--- config.mk ---
export PLATFORM = sky130hd
export DESIGN_NAME = board_top
export DESIGN_NICKNAME = d
export VERILOG_FILES = /design/src/hw/board_pkg.sv /design/src/hw/board_top.sv /design/src/hw/matrix_display.sv /design/src/hw/time_base.sv
export SDC_FILE = /design/constraint.sdc
export NUM_CORES = 1
export LEC_CHECK = 0
export BUFFER_PORTS_ARGS = -buffer_cell sky130_fd_sc_hd__buf_2
export CELL_PAD_IN_SITES_DETAIL_PLACEMENT = 0
export CELL_PAD_IN_SITES_GLOBAL_PLACEMENT = 1
export CORE_MARGIN = 1.5
export CORE_UTILIZATION = 25
export CTS_CLUSTER_DIAMETER = 80
export DETAILED_ROUTE_END_ITERATION = 8
export PLACE_DENSITY = 0.51
export SLEW_MARGIN = 25
export SYNTH_ARGS = -nofsm -noshare
export SYNTH_HDL_FRONTEND = slang
export SYNTH_SLANG_ARGS = --single-unit
--- constraint.sdc ---
create_clock -name clk -period 13.47 [get_ports clk]
set_clock_uncertainty 0.05 [all_clocks]
set_input_delay 4.041 -clock clk [delete_from_list [all_inputs] [get_ports clk]]
set_output_delay 4.041 -clock clk [all_outputs]
set_load 0.05 [all_outputs]
--- src/hw/board_pkg.sv ---
`default_nettype none

package board_pkg;

// **************************************************
// Widths
// **************************************************
localparam int time_bits = 64;
localparam int led_count = 8;
localparam int matrix_chips = 4;
localparam int frame_bits = matrix_chips * 8 * 8;
localparam int pin_bits = 128;
localparam int core_debug_bits = 96;
localparam int frame_time_lsb = 12;

// **************************************************
// MAX7219 registers, rows use addresses 1 to 8
// **************************************************
localparam logic [3:0] reg_decode_mode = 4'd9;
localparam logic [3:0] reg_intensity = 4'd10;
localparam logic [3:0] reg_scan_limit = 4'd11;
localparam logic [3:0] reg_shutdown = 4'd12;
localparam logic [3:0] reg_display_test = 4'd15;

// One chip command, shifted out msb first
typedef union packed {
	logic [15:0] raw;
	struct packed {
		logic [3:0] unused;
		logic [3:0] addr;
		logic [7:0] data;
	} f;
} max7219_word_t;

endpackage

`default_nettype wire

--- src/hw/board_top.sv ---
`timescale 1ns/1ns
`default_nettype none

module board_top #(
	parameter int HEARTBEAT_BITS = 22,
	parameter int CLK_DIV = 4,
	parameter int INTENSITY = 8
) (
	input logic clk,
	input logic arst_n,

	// Time set and read, from and to the command core
	input logic [board_pkg::time_bits-1:0] time_set,
	input logic time_set_en,
	output logic [board_pkg::time_bits-1:0] time_now,

	output logic [board_pkg::led_count-1:0] led,
	output logic drclk,

	// Debug matrix sources and the MAX7219 chain
	input logic [board_pkg::pin_bits-1:0] pin_state,
	input logic [board_pkg::core_debug_bits-1:0] core_debug,
	output logic leds_out,
	output logic leds_cs,
	output logic leds_clk
);

localparam int time_slice_bits =
	board_pkg::frame_bits - board_pkg::pin_bits - board_pkg::core_debug_bits;

logic [board_pkg::frame_bits-1:0] frame;

// **************************************************
// Time base
// **************************************************
time_base #(
	.HEARTBEAT_BITS(HEARTBEAT_BITS)
) time_base_i (
	.clk(clk),
	.arst_n(arst_n),
	.time_set(time_set),
	.time_set_en(time_set_en),
	.time_now(time_now),
	.led(led),
	.drclk(drclk)
);

// **************************************************
// Debug LED matrix
// **************************************************
// Pins on top, core debug in the middle, time at the bottom
assign frame = {pin_state, core_debug, time_now[board_pkg::frame_time_lsb +: time_slice_bits]};

matrix_display #(
	.CLK_DIV(CLK_DIV),
	.INTENSITY(INTENSITY)
) matrix_display_i (
	.clk(clk),
	.arst_n(arst_n),
	.frame(frame),
	.leds_out(leds_out),
	.leds_cs(leds_cs),
	.leds_clk(leds_clk)
);

endmodule

`default_nettype wire

--- src/hw/matrix_display.sv ---
`timescale 1ns/1ns
`default_nettype none

module matrix_display #(
	parameter int CLK_DIV = 4,
	parameter int INTENSITY = 8
) (
	input logic clk,
	input logic arst_n,
	input logic [board_pkg::frame_bits-1:0] frame,
	output logic leds_out,
	output logic leds_cs,
	output logic leds_clk
);

localparam int div_w = (CLK_DIV > 1) ? $clog2(CLK_DIV) : 1;
localparam int chip_bits = board_pkg::frame_bits / board_pkg::matrix_chips;
localparam int word_bits = $bits(board_pkg::max7219_word_t);
localparam int shift_bits = word_bits * board_pkg::matrix_chips;
localparam int cnt_w = $clog2(shift_bits);
localparam logic [cnt_w-1:0] last_bit = cnt_w'(shift_bits - 1);

// Steps 0 to 4 are init commands, 5 to 12 are rows 1 to 8
localparam logic [3:0] first_row = 4'd5;
localparam logic [3:0] last_step = 4'd12;

localparam logic [1:0] st_gap = 2'd0;
localparam logic [1:0] st_low = 2'd1;
localparam logic [1:0] st_high = 2'd2;

logic [div_w-1:0] div_cnt;
logic tick;
logic [1:0] state;
logic [3:0] step;
logic [cnt_w-1:0] bit_cnt;
logic load_tx;
logic shift_tx;
logic [shift_bits-1:0] shift_q;
logic [shift_bits-1:0] tx_words;
logic [board_pkg::frame_bits-1:0] snap;
logic [board_pkg::frame_bits-1:0] row_src;
logic [2:0] row_idx;
logic [3:0] cmd_addr;
logic [7:0] cmd_data;
board_pkg::max7219_word_t word [board_pkg::matrix_chips];

// Half period prescaler for the serial clock
always_ff @(posedge clk or negedge arst_n) begin
	if (!arst_n) begin
		div_cnt <= '0;
	end else if (tick) begin
		div_cnt <= '0;
	end else begin
		div_cnt <= div_cnt + div_w'(1);
	end
end

assign tick = div_cnt == div_w'(CLK_DIV - 1);

// **************************************************
// Command words
// **************************************************
assign row_idx = 3'(step - first_row);

always_comb begin
	cmd_addr = {1'b0, row_idx} + 4'd1;
	cmd_data = '0;
	case (step)
		4'd0: cmd_addr = board_pkg::reg_decode_mode;
		4'd1: begin
			cmd_addr = board_pkg::reg_intensity;
			cmd_data = 8'(INTENSITY);
		end
		4'd2: begin
			cmd_addr = board_pkg::reg_scan_limit;
			cmd_data = 8'd7;
		end
		4'd3: begin
			cmd_addr = board_pkg::reg_shutdown;
			cmd_data = 8'd1;
		end
		4'd4: cmd_addr = board_pkg::reg_display_test;
		default: ;
	endcase
end

// Row 1 reads the live frame, the same edge captures it into snap
assign row_src = (step == first_row) ? frame : snap;

always_comb begin
	for (int c = 0; c < board_pkg::matrix_chips; c++) begin
		word[c].f.unused = '0;
		word[c].f.addr = cmd_addr;
		if (step < first_row)
			word[c].f.data = cmd_data;
		else
			word[c].f.data = row_src[c * chip_bits + int'(row_idx) * 8 +: 8];
		// Chip 3 lands in the top word and goes out first
		tx_words[c * word_bits +: word_bits] = word[c].raw;
	end
end

// **************************************************
// Serial shifter
// **************************************************
assign load_tx = tick && state == st_gap;
assign shift_tx = tick && state == st_high;

always_ff @(posedge clk or negedge arst_n) begin
	if (!arst_n) begin
		state <= st_gap;
		step <= '0;
		bit_cnt <= '0;
		leds_cs <= 1'b1;
		leds_clk <= 1'b0;
		leds_out <= 1'b0;
	end else if (tick) begin
		case (state)
			st_gap: begin
				leds_cs <= 1'b0;
				leds_out <= tx_words[shift_bits-1];
				bit_cnt <= '0;
				state <= st_low;
			end
			st_low: begin
				leds_clk <= 1'b1;
				state <= st_high;
			end
			st_high: begin
				// Data moves together with the falling clock
				leds_clk <= 1'b0;
				if (bit_cnt == last_bit) begin
					leds_cs <= 1'b1;
					leds_out <= 1'b0;
					state <= st_gap;
					step <= (step == last_step) ? first_row : step + 4'd1;
				end else begin
					leds_out <= shift_q[shift_bits-2];
					bit_cnt <= bit_cnt + cnt_w'(1);
					state <= st_low;
				end
			end
			default: state <= st_gap;
		endcase
	end
end

always_ff @(posedge clk) begin
	if (load_tx)
		shift_q <= tx_words;
	else if (shift_tx)
		shift_q <= shift_q << 1;
	if (load_tx && step == first_row)
		snap <= frame;
end

// Chip select idle means the clock is parked low
cs_idle_clk_low_a: assert property (
	@(posedge clk) disable iff (!arst_n) leds_cs |-> !leds_clk
);

// Data settled before every sampling edge
out_stable_a: assert property (
	@(posedge clk) disable iff (!arst_n) $rose(leds_clk) |-> $stable(leds_out)
);

endmodule

`default_nettype wire

--- src/hw/time_base.sv ---
`timescale 1ns/1ns
`default_nettype none

module time_base #(
	parameter int HEARTBEAT_BITS = 22
) (
	input logic clk,
	input logic arst_n,
	input logic [board_pkg::time_bits-1:0] time_set,
	input logic time_set_en,
	output logic [board_pkg::time_bits-1:0] time_now,
	output logic [board_pkg::led_count-1:0] led,
	output logic drclk
);

localparam int led_top = board_pkg::led_count - 1;

logic [board_pkg::time_bits-1:0] time_next;
logic beat;

// **************************************************
// System time
// **************************************************
assign time_next = time_set_en ? time_set : time_now + board_pkg::time_bits'(1);

always_ff @(posedge clk or negedge arst_n) begin
	if (!arst_n) begin
		time_now <= '0;
	end else begin
		time_now <= time_next;
	end
end

// **************************************************
// Heartbeat
// **************************************************
// Step on the value being loaded, so a time load can land on a beat
assign beat = time_next[HEARTBEAT_BITS-1:0] == '0;

always_ff @(posedge clk or negedge arst_n) begin
	if (!arst_n) begin
		led <= board_pkg::led_count'(1);
	end else if (beat) begin
		led <= {led[led_top-1:0], led[led_top]};
	end
end

// Stepper driver clock, half the system clock
always_ff @(posedge clk or negedge arst_n) begin
	if (!arst_n) begin
		drclk <= 1'b0;
	end else begin
		drclk <= ~drclk;
	end
end

// Exactly one LED lit, across any number of rotations
led_onehot_a: assert property (
	@(posedge clk) disable iff (!arst_n) $onehot(led)
);

endmodule

`default_nettype wire

== Yosys cells after proc, flatten, opt, wreduce, memory -nomap -nowiden ==
Cells that the tools add are included.
Word-level totals
  register bits: 409
  input bits: 291
  output and inout port bits: 76
  word-level logic and storage cells: 75
Operators by class
  $add $sub $neg: 9
  order comparisons: 1
  equal/unequal tests: 12
  shift operators: 4
  multiplexer cells: 21
  bitwise logic cells: 1
  reductions and logical operators: 14
Operators by type and width (count)
  $shiftx A256 B32 Y8: 3
  $mux W256: 1
  $shiftx A256 B7 Y8: 1
  $mux W60: 2
  $add A64 B1 Y64 const B: 1
  $mux W64: 1
  $mux W8: 4
  $logic_not A22 Y1: 1
  $pmux W4 S5: 1
  $add A8 B6 Y9 const A: 2
  $pmux W4 S3: 1
  $pmux W6 S2: 1
  $reduce_and A3 Y1: 3
  $add A7 B6 Y8 const A: 1
  $eq A4 B2 Y1 const B: 2
  $eq A4 B3 Y1 const B: 2
  $add A6 B1 Y6 const B: 1
  $eq A6 B6 Y1 const B: 1
  $mux W6: 1
  $pmux W1 S2: 3
  $pmux W2 S3: 1
  $reduce_bool A2 Y1: 3
  $add A3 B1 Y4 const B: 1
  $add A4 B1 Y4 const B: 1
  other kinds (16): 23

== Longest topological paths before layout ==
  depth in word-level cells: 5
  depth in mapped cells: 13
  gate-level depth less buffers: 10

== Modules after synthesis ==
A second synthesis with hierarchy kept.
Unflattened totals
  cells, all modules: 1494
  area, all modules: 19595.0 µm²
Modules (own cells, without submodules)
  matrix_display: instances 1, cells each 1052, area an instance 15558.7 µm², seq. area each 9855.7 µm²
  time_base: instances 1, cells each 442, area an instance 4036.4 µm², seq. area each 1828.0 µm²

== Worst setup path after synthesis ==
Ideal clock, no wire load.
  path kind: register to register
  start point: register matrix_display_i.step[1]
  end point: register matrix_display_i.snap[0] (netlist bit), enable pin
  library setup time: 0.877 ns
  arrival time: 11.675 ns
  required time: 12.543 ns
  slack: 0.869 ns
  stages on the path, launching flop included: 6
  buffers on the path: 0
  period minus slack after synthesis: 12.601 ns
  path through: dfrtp_1 > inv_1 > ha_1 > nand2_1 > or2_2 > nor2_1
Between the ends
  cells in the longest elaborated chain, start to end: 2
Ends and longest elaborated chain
  start: declaration: line matrix_display.sv:34  | logic [3:0] step;
  start signal: assignment: line matrix_display.sv:136  | step <= (step == last_step) ? first_row : step + 4'd1;
  $eq A4 B3 Y1: line matrix_display.sv:153  | if (load_tx && step == first_row)
  $logic_and A1 B1 Y1: line matrix_display.sv:153
  end signal: assignment: line matrix_display.sv:154  | snap <= frame;
  end: declaration: line matrix_display.sv:40  | logic [board_pkg::frame_bits-1:0] snap;
Every way passes these cells.
A chain may end at the register's enable or synchronous reset.

== Worst setup path after layout ==
  start point: input time_set_en
  end point: register time_base_i.led[4] (netlist bit)
Between the ends
  cells in the longest elaborated chain, start to end: 2
Ends and longest elaborated chain
  start: declaration: line board_top.sv:14  | input logic time_set_en,
  $mux W64: line time_base.sv:24  | assign time_next = time_set_en ? time_set : time_now + board_pkg::time_bits'(1);
  net time_base_i.time_next, one bit: line time_base.sv:18  | logic [board_pkg::time_bits-1:0] time_next;
  $logic_not A22 Y1: line time_base.sv:38  | assign beat = time_next[HEARTBEAT_BITS-1:0] == '0;
  end signal: assignment: line time_base.sv:42  | led <= board_pkg::led_count'(1);
  end signal: assignment: line time_base.sv:44  | led <= {led[led_top-1:0], led[led_top]};
  end: declaration: line time_base.sv:12  | output logic [board_pkg::led_count-1:0] led,
The timed path passes the listed nets, and every way through them passes these cells.

==> flow_metrics.py <==
metrics = {
    "outcome": {
        "status": "finished clean",
    },
    "power": {
        "power.total_w": 0.00291,
        "power_density_mw_per_mm2": 124,
        "vdd_ir_drop_max_mv": 0.0889,
        "p_leak_nw": 8.57,
    },
    "synth": {
        "ys_seq_area_frac": 0.616,
        "ys.flop_type": "edfxtp_1",
        "synth_nets": 1484,
        "synth_edf_count": 304,
        "synth_area_mm2": 0.0190,
        "ys_warn_count": 0,
        "ys_async_sr_fraction": 0.220,
        "yosysUniqueCellTypes": 62,
        "synth_seq_cells": 409,
        "syn-mean-instance-area_um2": 16.1,
        "synthCells": 1181,
    },
    "routing": {
        "first_pass_iters": 7,
        "drtIter0Drc": 751,
        "ant_nets": 0,
        "drc": 0,
        "routed_via_density": 4.74,
        "wire_per_inst_um": 22.1,
        "routed_wl_um": 56500,
        "vias": 12131,
    },
    "placement": {
        "gp_congestion": 0.798,
        "placed_cells": 2462,
        "port_buffers": 366,
        "pre_cts_slack_ps": 5350,
        "hpwl_um": 39100,
    },
    "sta": {
        "layout_setup_ws_ps": 6380,
        "fmaxAchievable_mhz": 141,
        "drv_slew": 0,
        "slew_headroom": 0.380,
        "rsz0062_at_grt": "no",
        "setup_violations": 0,
        "worst_pin_slew_ps": 931,
        "finalHoldViolCount": 0,
        "period_share": 0.526,
        "whs_ps": 365,
        "fin_crit_ps": 7090,
        "totalNegativeSetupSlack_ps": 0,
    },
    "global_routing": {
        "antenna_found_initial": 18,
        "grt_pass1_vias": 13062,
        "grt_overflow": 0,
        "grt_pass1_wl_um": 85500,
        "grt_start_max_net_pins": 114,
        "grt_use_total": 0.145,
    },
    "clock_tree": {
        "cts_buffer_depth": 3,
        "htreeDepth": 2,
        "ctsResizeCount": 0,
        "clk_latency_ps": 590,
        "clock-sinks": 409,
        "clk_pin_slew_ps": 50,
        "post_cts_buffers": 0,
        "hold_buffers": 0,
        "root_buffer": "clkbuf_16",
        "numCtsBuffers": 51,
        "cts_tree": "built",
    },
    "floorplanning": {
        "fp.coreArea_mm2": 0.0747,
        "dieWidth_um": 278,
        "io_pins": 367,
        "initial_core_util": 0.254,
        "die_area_mm2": 0.0775,
        "die_y_um": 278,
        "num_rows": 100,
    },
    "setup_path": {
        "cp-end-kind": "register",
        "path_max_fanout": 113,
        "startpoint_type": "input pin",
        "crit_type": "input pin to register",
        "required_ps": 13880,
        "crit_arrival_ps": 7500,
        "rr_worst_depth": 8,
    },
    "job": {
        "cap_viol_max_count": 0,
    },
    "layout": {
        "drive_above_1_share": 0.410,
        "layout.nets": 1850,
        "fin_cells": 2560,
        "syn_to_final_growth_pct": 24.0,
    },
    "min_path": {
        "hp-class": "register to register",
        "holdPathStages": 1,
    },
}
-- report_power, final --
group | internal (W) | switching [W]
Combinational | 0.0000654 | 0.000134
Clock | 0.000756 | 0.000545
Sequential | 0.00137 | 0.0000347
-- sequential cells by signal, summed over array words and instances, names as in the netlist --
signal                     flops
matrix_display_i.bit_cnt       6
matrix_display_i.div_cnt       2
matrix_display_i.leds_clk      1
matrix_display_i.leds_cs       1
matrix_display_i.leds_out      1
matrix_display_i.shift_q      63
matrix_display_i.snap        256
matrix_display_i.state         2
matrix_display_i.step          4
time_base_i.drclk              1
time_base_i.led                8
time_base_i.time_now          64
-- per-layer routing --
layer,part of all wire,wire length (µm),vias up,global-route usage
met5,0.0026,149,-,0
met4,0.021,1190,22,0.0399
met3,0.068,3840,92,0.0446
met2,0.49,27700,326,0.242
met1,0.42,23600,6238,0.181
li1,-,-,5453,-
-- final timing paths --
| kind | to | slack, ps | from |
|---|---|---|---|
| worst min-delay path | time_base_i.drclk$_DFF_PN0_ | 360 | time_base_i.drclk$_DFF_PN0_ |
| worst max register to register | matrix_display_i.shift_q[5]$_DFFE_PP_ | 8750 | matrix_display_i.step[0]$_DFFE_PN0P_ |
| min in group asynchronous | time_base_i.led[2]$_DFFE_PN0N_ | 3390 | arst_n |
| worst min register to register | time_base_i.drclk$_DFF_PN0_ | 360 | time_base_i.drclk$_DFF_PN0_ |
| worst max-delay path | time_base_i.led[4]$_DFFE_PN0N_ | 6380 | time_set_en |
| max in group asynchronous | time_base_i.time_now[40]$_DFF_PN0_ | 8740 | arst_n |
-- metrics by stage --
stage / instance area [µm²] / utilization
4_1_cts: 23500 / 0.314
3_3_place_gp: 21900 / 0.293
2_1_floorplan: 19000 / -
6_report: 23500 / 0.315
5_1_grt: 23500 / 0.315
3_5_place_dp: 21900 / 0.293
-- cells by family (layout without fill, tap and decap cells) --
family	count (synthesis)	after routing	synth area share
AO/OA/AOI/OAI	165	165	0.0572
XOR/XNOR	59	59	0.0273
adder cells (fa/ha/maj)	12	12	0.00792
buffers and inverters	92	497	0.0197
flip-flops	409	409	0.616
multiplexers	176	176	0.201
other	0	5	0
AND/OR/NAND/NOR	268	268	0.0707
-- layout by cell type, fill, tap and decap left out, types with 4 or more instances in the layout --
| cell type | instances |
|---|---|
| a221o_1 | 15 |
| or4_1 | 5 |
| buf_2 | 365 |
| nor4_2 | 4 |
| buf_4 | 18 |
| clkinv_2 | 13 |
| xnor2_1 | 32 |
| mux2_4 | 8 |
| o21ai_0 | 57 |
| dfrtp_1 | 87 |
| nand4_1 | 15 |
| diode_2 | 5 |
| nand3_1 | 31 |
| mux2_2 | 6 |
| clkbuf_16 | 53 |
| inv_1 | 18 |
| clkbuf_1 | 14 |
| nand2b_1 | 4 |
| a31oi_1 | 6 |
| a22o_1 | 18 |
| edfxtp_1 | 304 |
| nor4_1 | 7 |
| nand2_1 | 111 |
| and2_1 | 8 |
| ha_1 | 11 |
| and4_1 | 7 |
| nor2_1 | 36 |
| nor3_1 | 8 |
| a21oi_1 | 32 |
| nor2_4 | 4 |
| mux4_2 | 160 |
| a21o_1 | 17 |
| clkinv_1 | 7 |
| dfxtp_1 | 15 |
| xor2_1 | 26 |
| and3_1 | 12 |
| or3_1 | 4 |
-- synthesized netlist by cell type (2+ instances only) --
cell type / count / share of area
xnor2_1: 32 / 0.015
nor4_2: 3 / 0.0020
mux2i_1: 2 / 0.0011
mux2_4: 8 / 0.0063
nor2_1: 40 / 0.0079
o21ai_0: 57 / 0.015
nand4_4: 2 / 0.0022
mux2_2: 6 / 0.0036
nand2b_1: 4 / 0.0013
nor4_1: 8 / 0.0026
buf_6: 2 / 0.0012
a21oi_1: 32 / 0.0084
a31oi_1: 6 / 0.0020
a22o_1: 18 / 0.0083
edfxtp_1: 304 / 0.48
o31ai_1: 3 / 0.0012
buf_1: 15 / 0.0030
nand4_1: 15 / 0.0049
or2_2: 2 / 0.00066
dfrtp_1: 88 / 0.12
dfstp_2: 2 / 0.0028
buf_2: 9 / 0.0024
o21a_1: 2 / 0.00079
nand4b_1: 2 / 0.00092
nand2_1: 111 / 0.022
and2_1: 8 / 0.0026
mux4_2: 160 / 0.19
or3_1: 4 / 0.0013
clkbuf_1: 45 / 0.0089
and3_1: 12 / 0.0040
or4_1: 5 / 0.0020
nand3_1: 31 / 0.0082
inv_1: 19 / 0.0038
dfxtp_1: 15 / 0.016
ha_1: 12 / 0.0079
a221o_1: 15 / 0.0079
nor2b_1: 2 / 0.00066
a21o_1: 17 / 0.0067
and4_1: 7 / 0.0032
nor3_1: 8 / 0.0021
xor2_1: 27 / 0.012
-- final cells by class --
| cell class | instances | area [µm²] |
|---|---|---|
| tap | 969 | 1210 |
| fill | 7392 | 51200 |
| clock inverter | 25 | 180 |
| timing repair buffer | 385 | 2000 |
| sequential | 409 | 11700 |
| clock buffer | 67 | 1380 |
| multi-input combinational | 680 | 6970 |
| antenna | 5 | 12.5 |
| inverter | 20 | 75.1 |
-- critical path, cell delays in order --
cell	delay [ps]
buf_2	90
buf_6	560
clkinv_1	700
o311ai_0	300
nand3_1	160
nor4_1	330
nor4bb_1	350
and4_1	580
mux2_4	340
(Power assumes the default switching activity.)
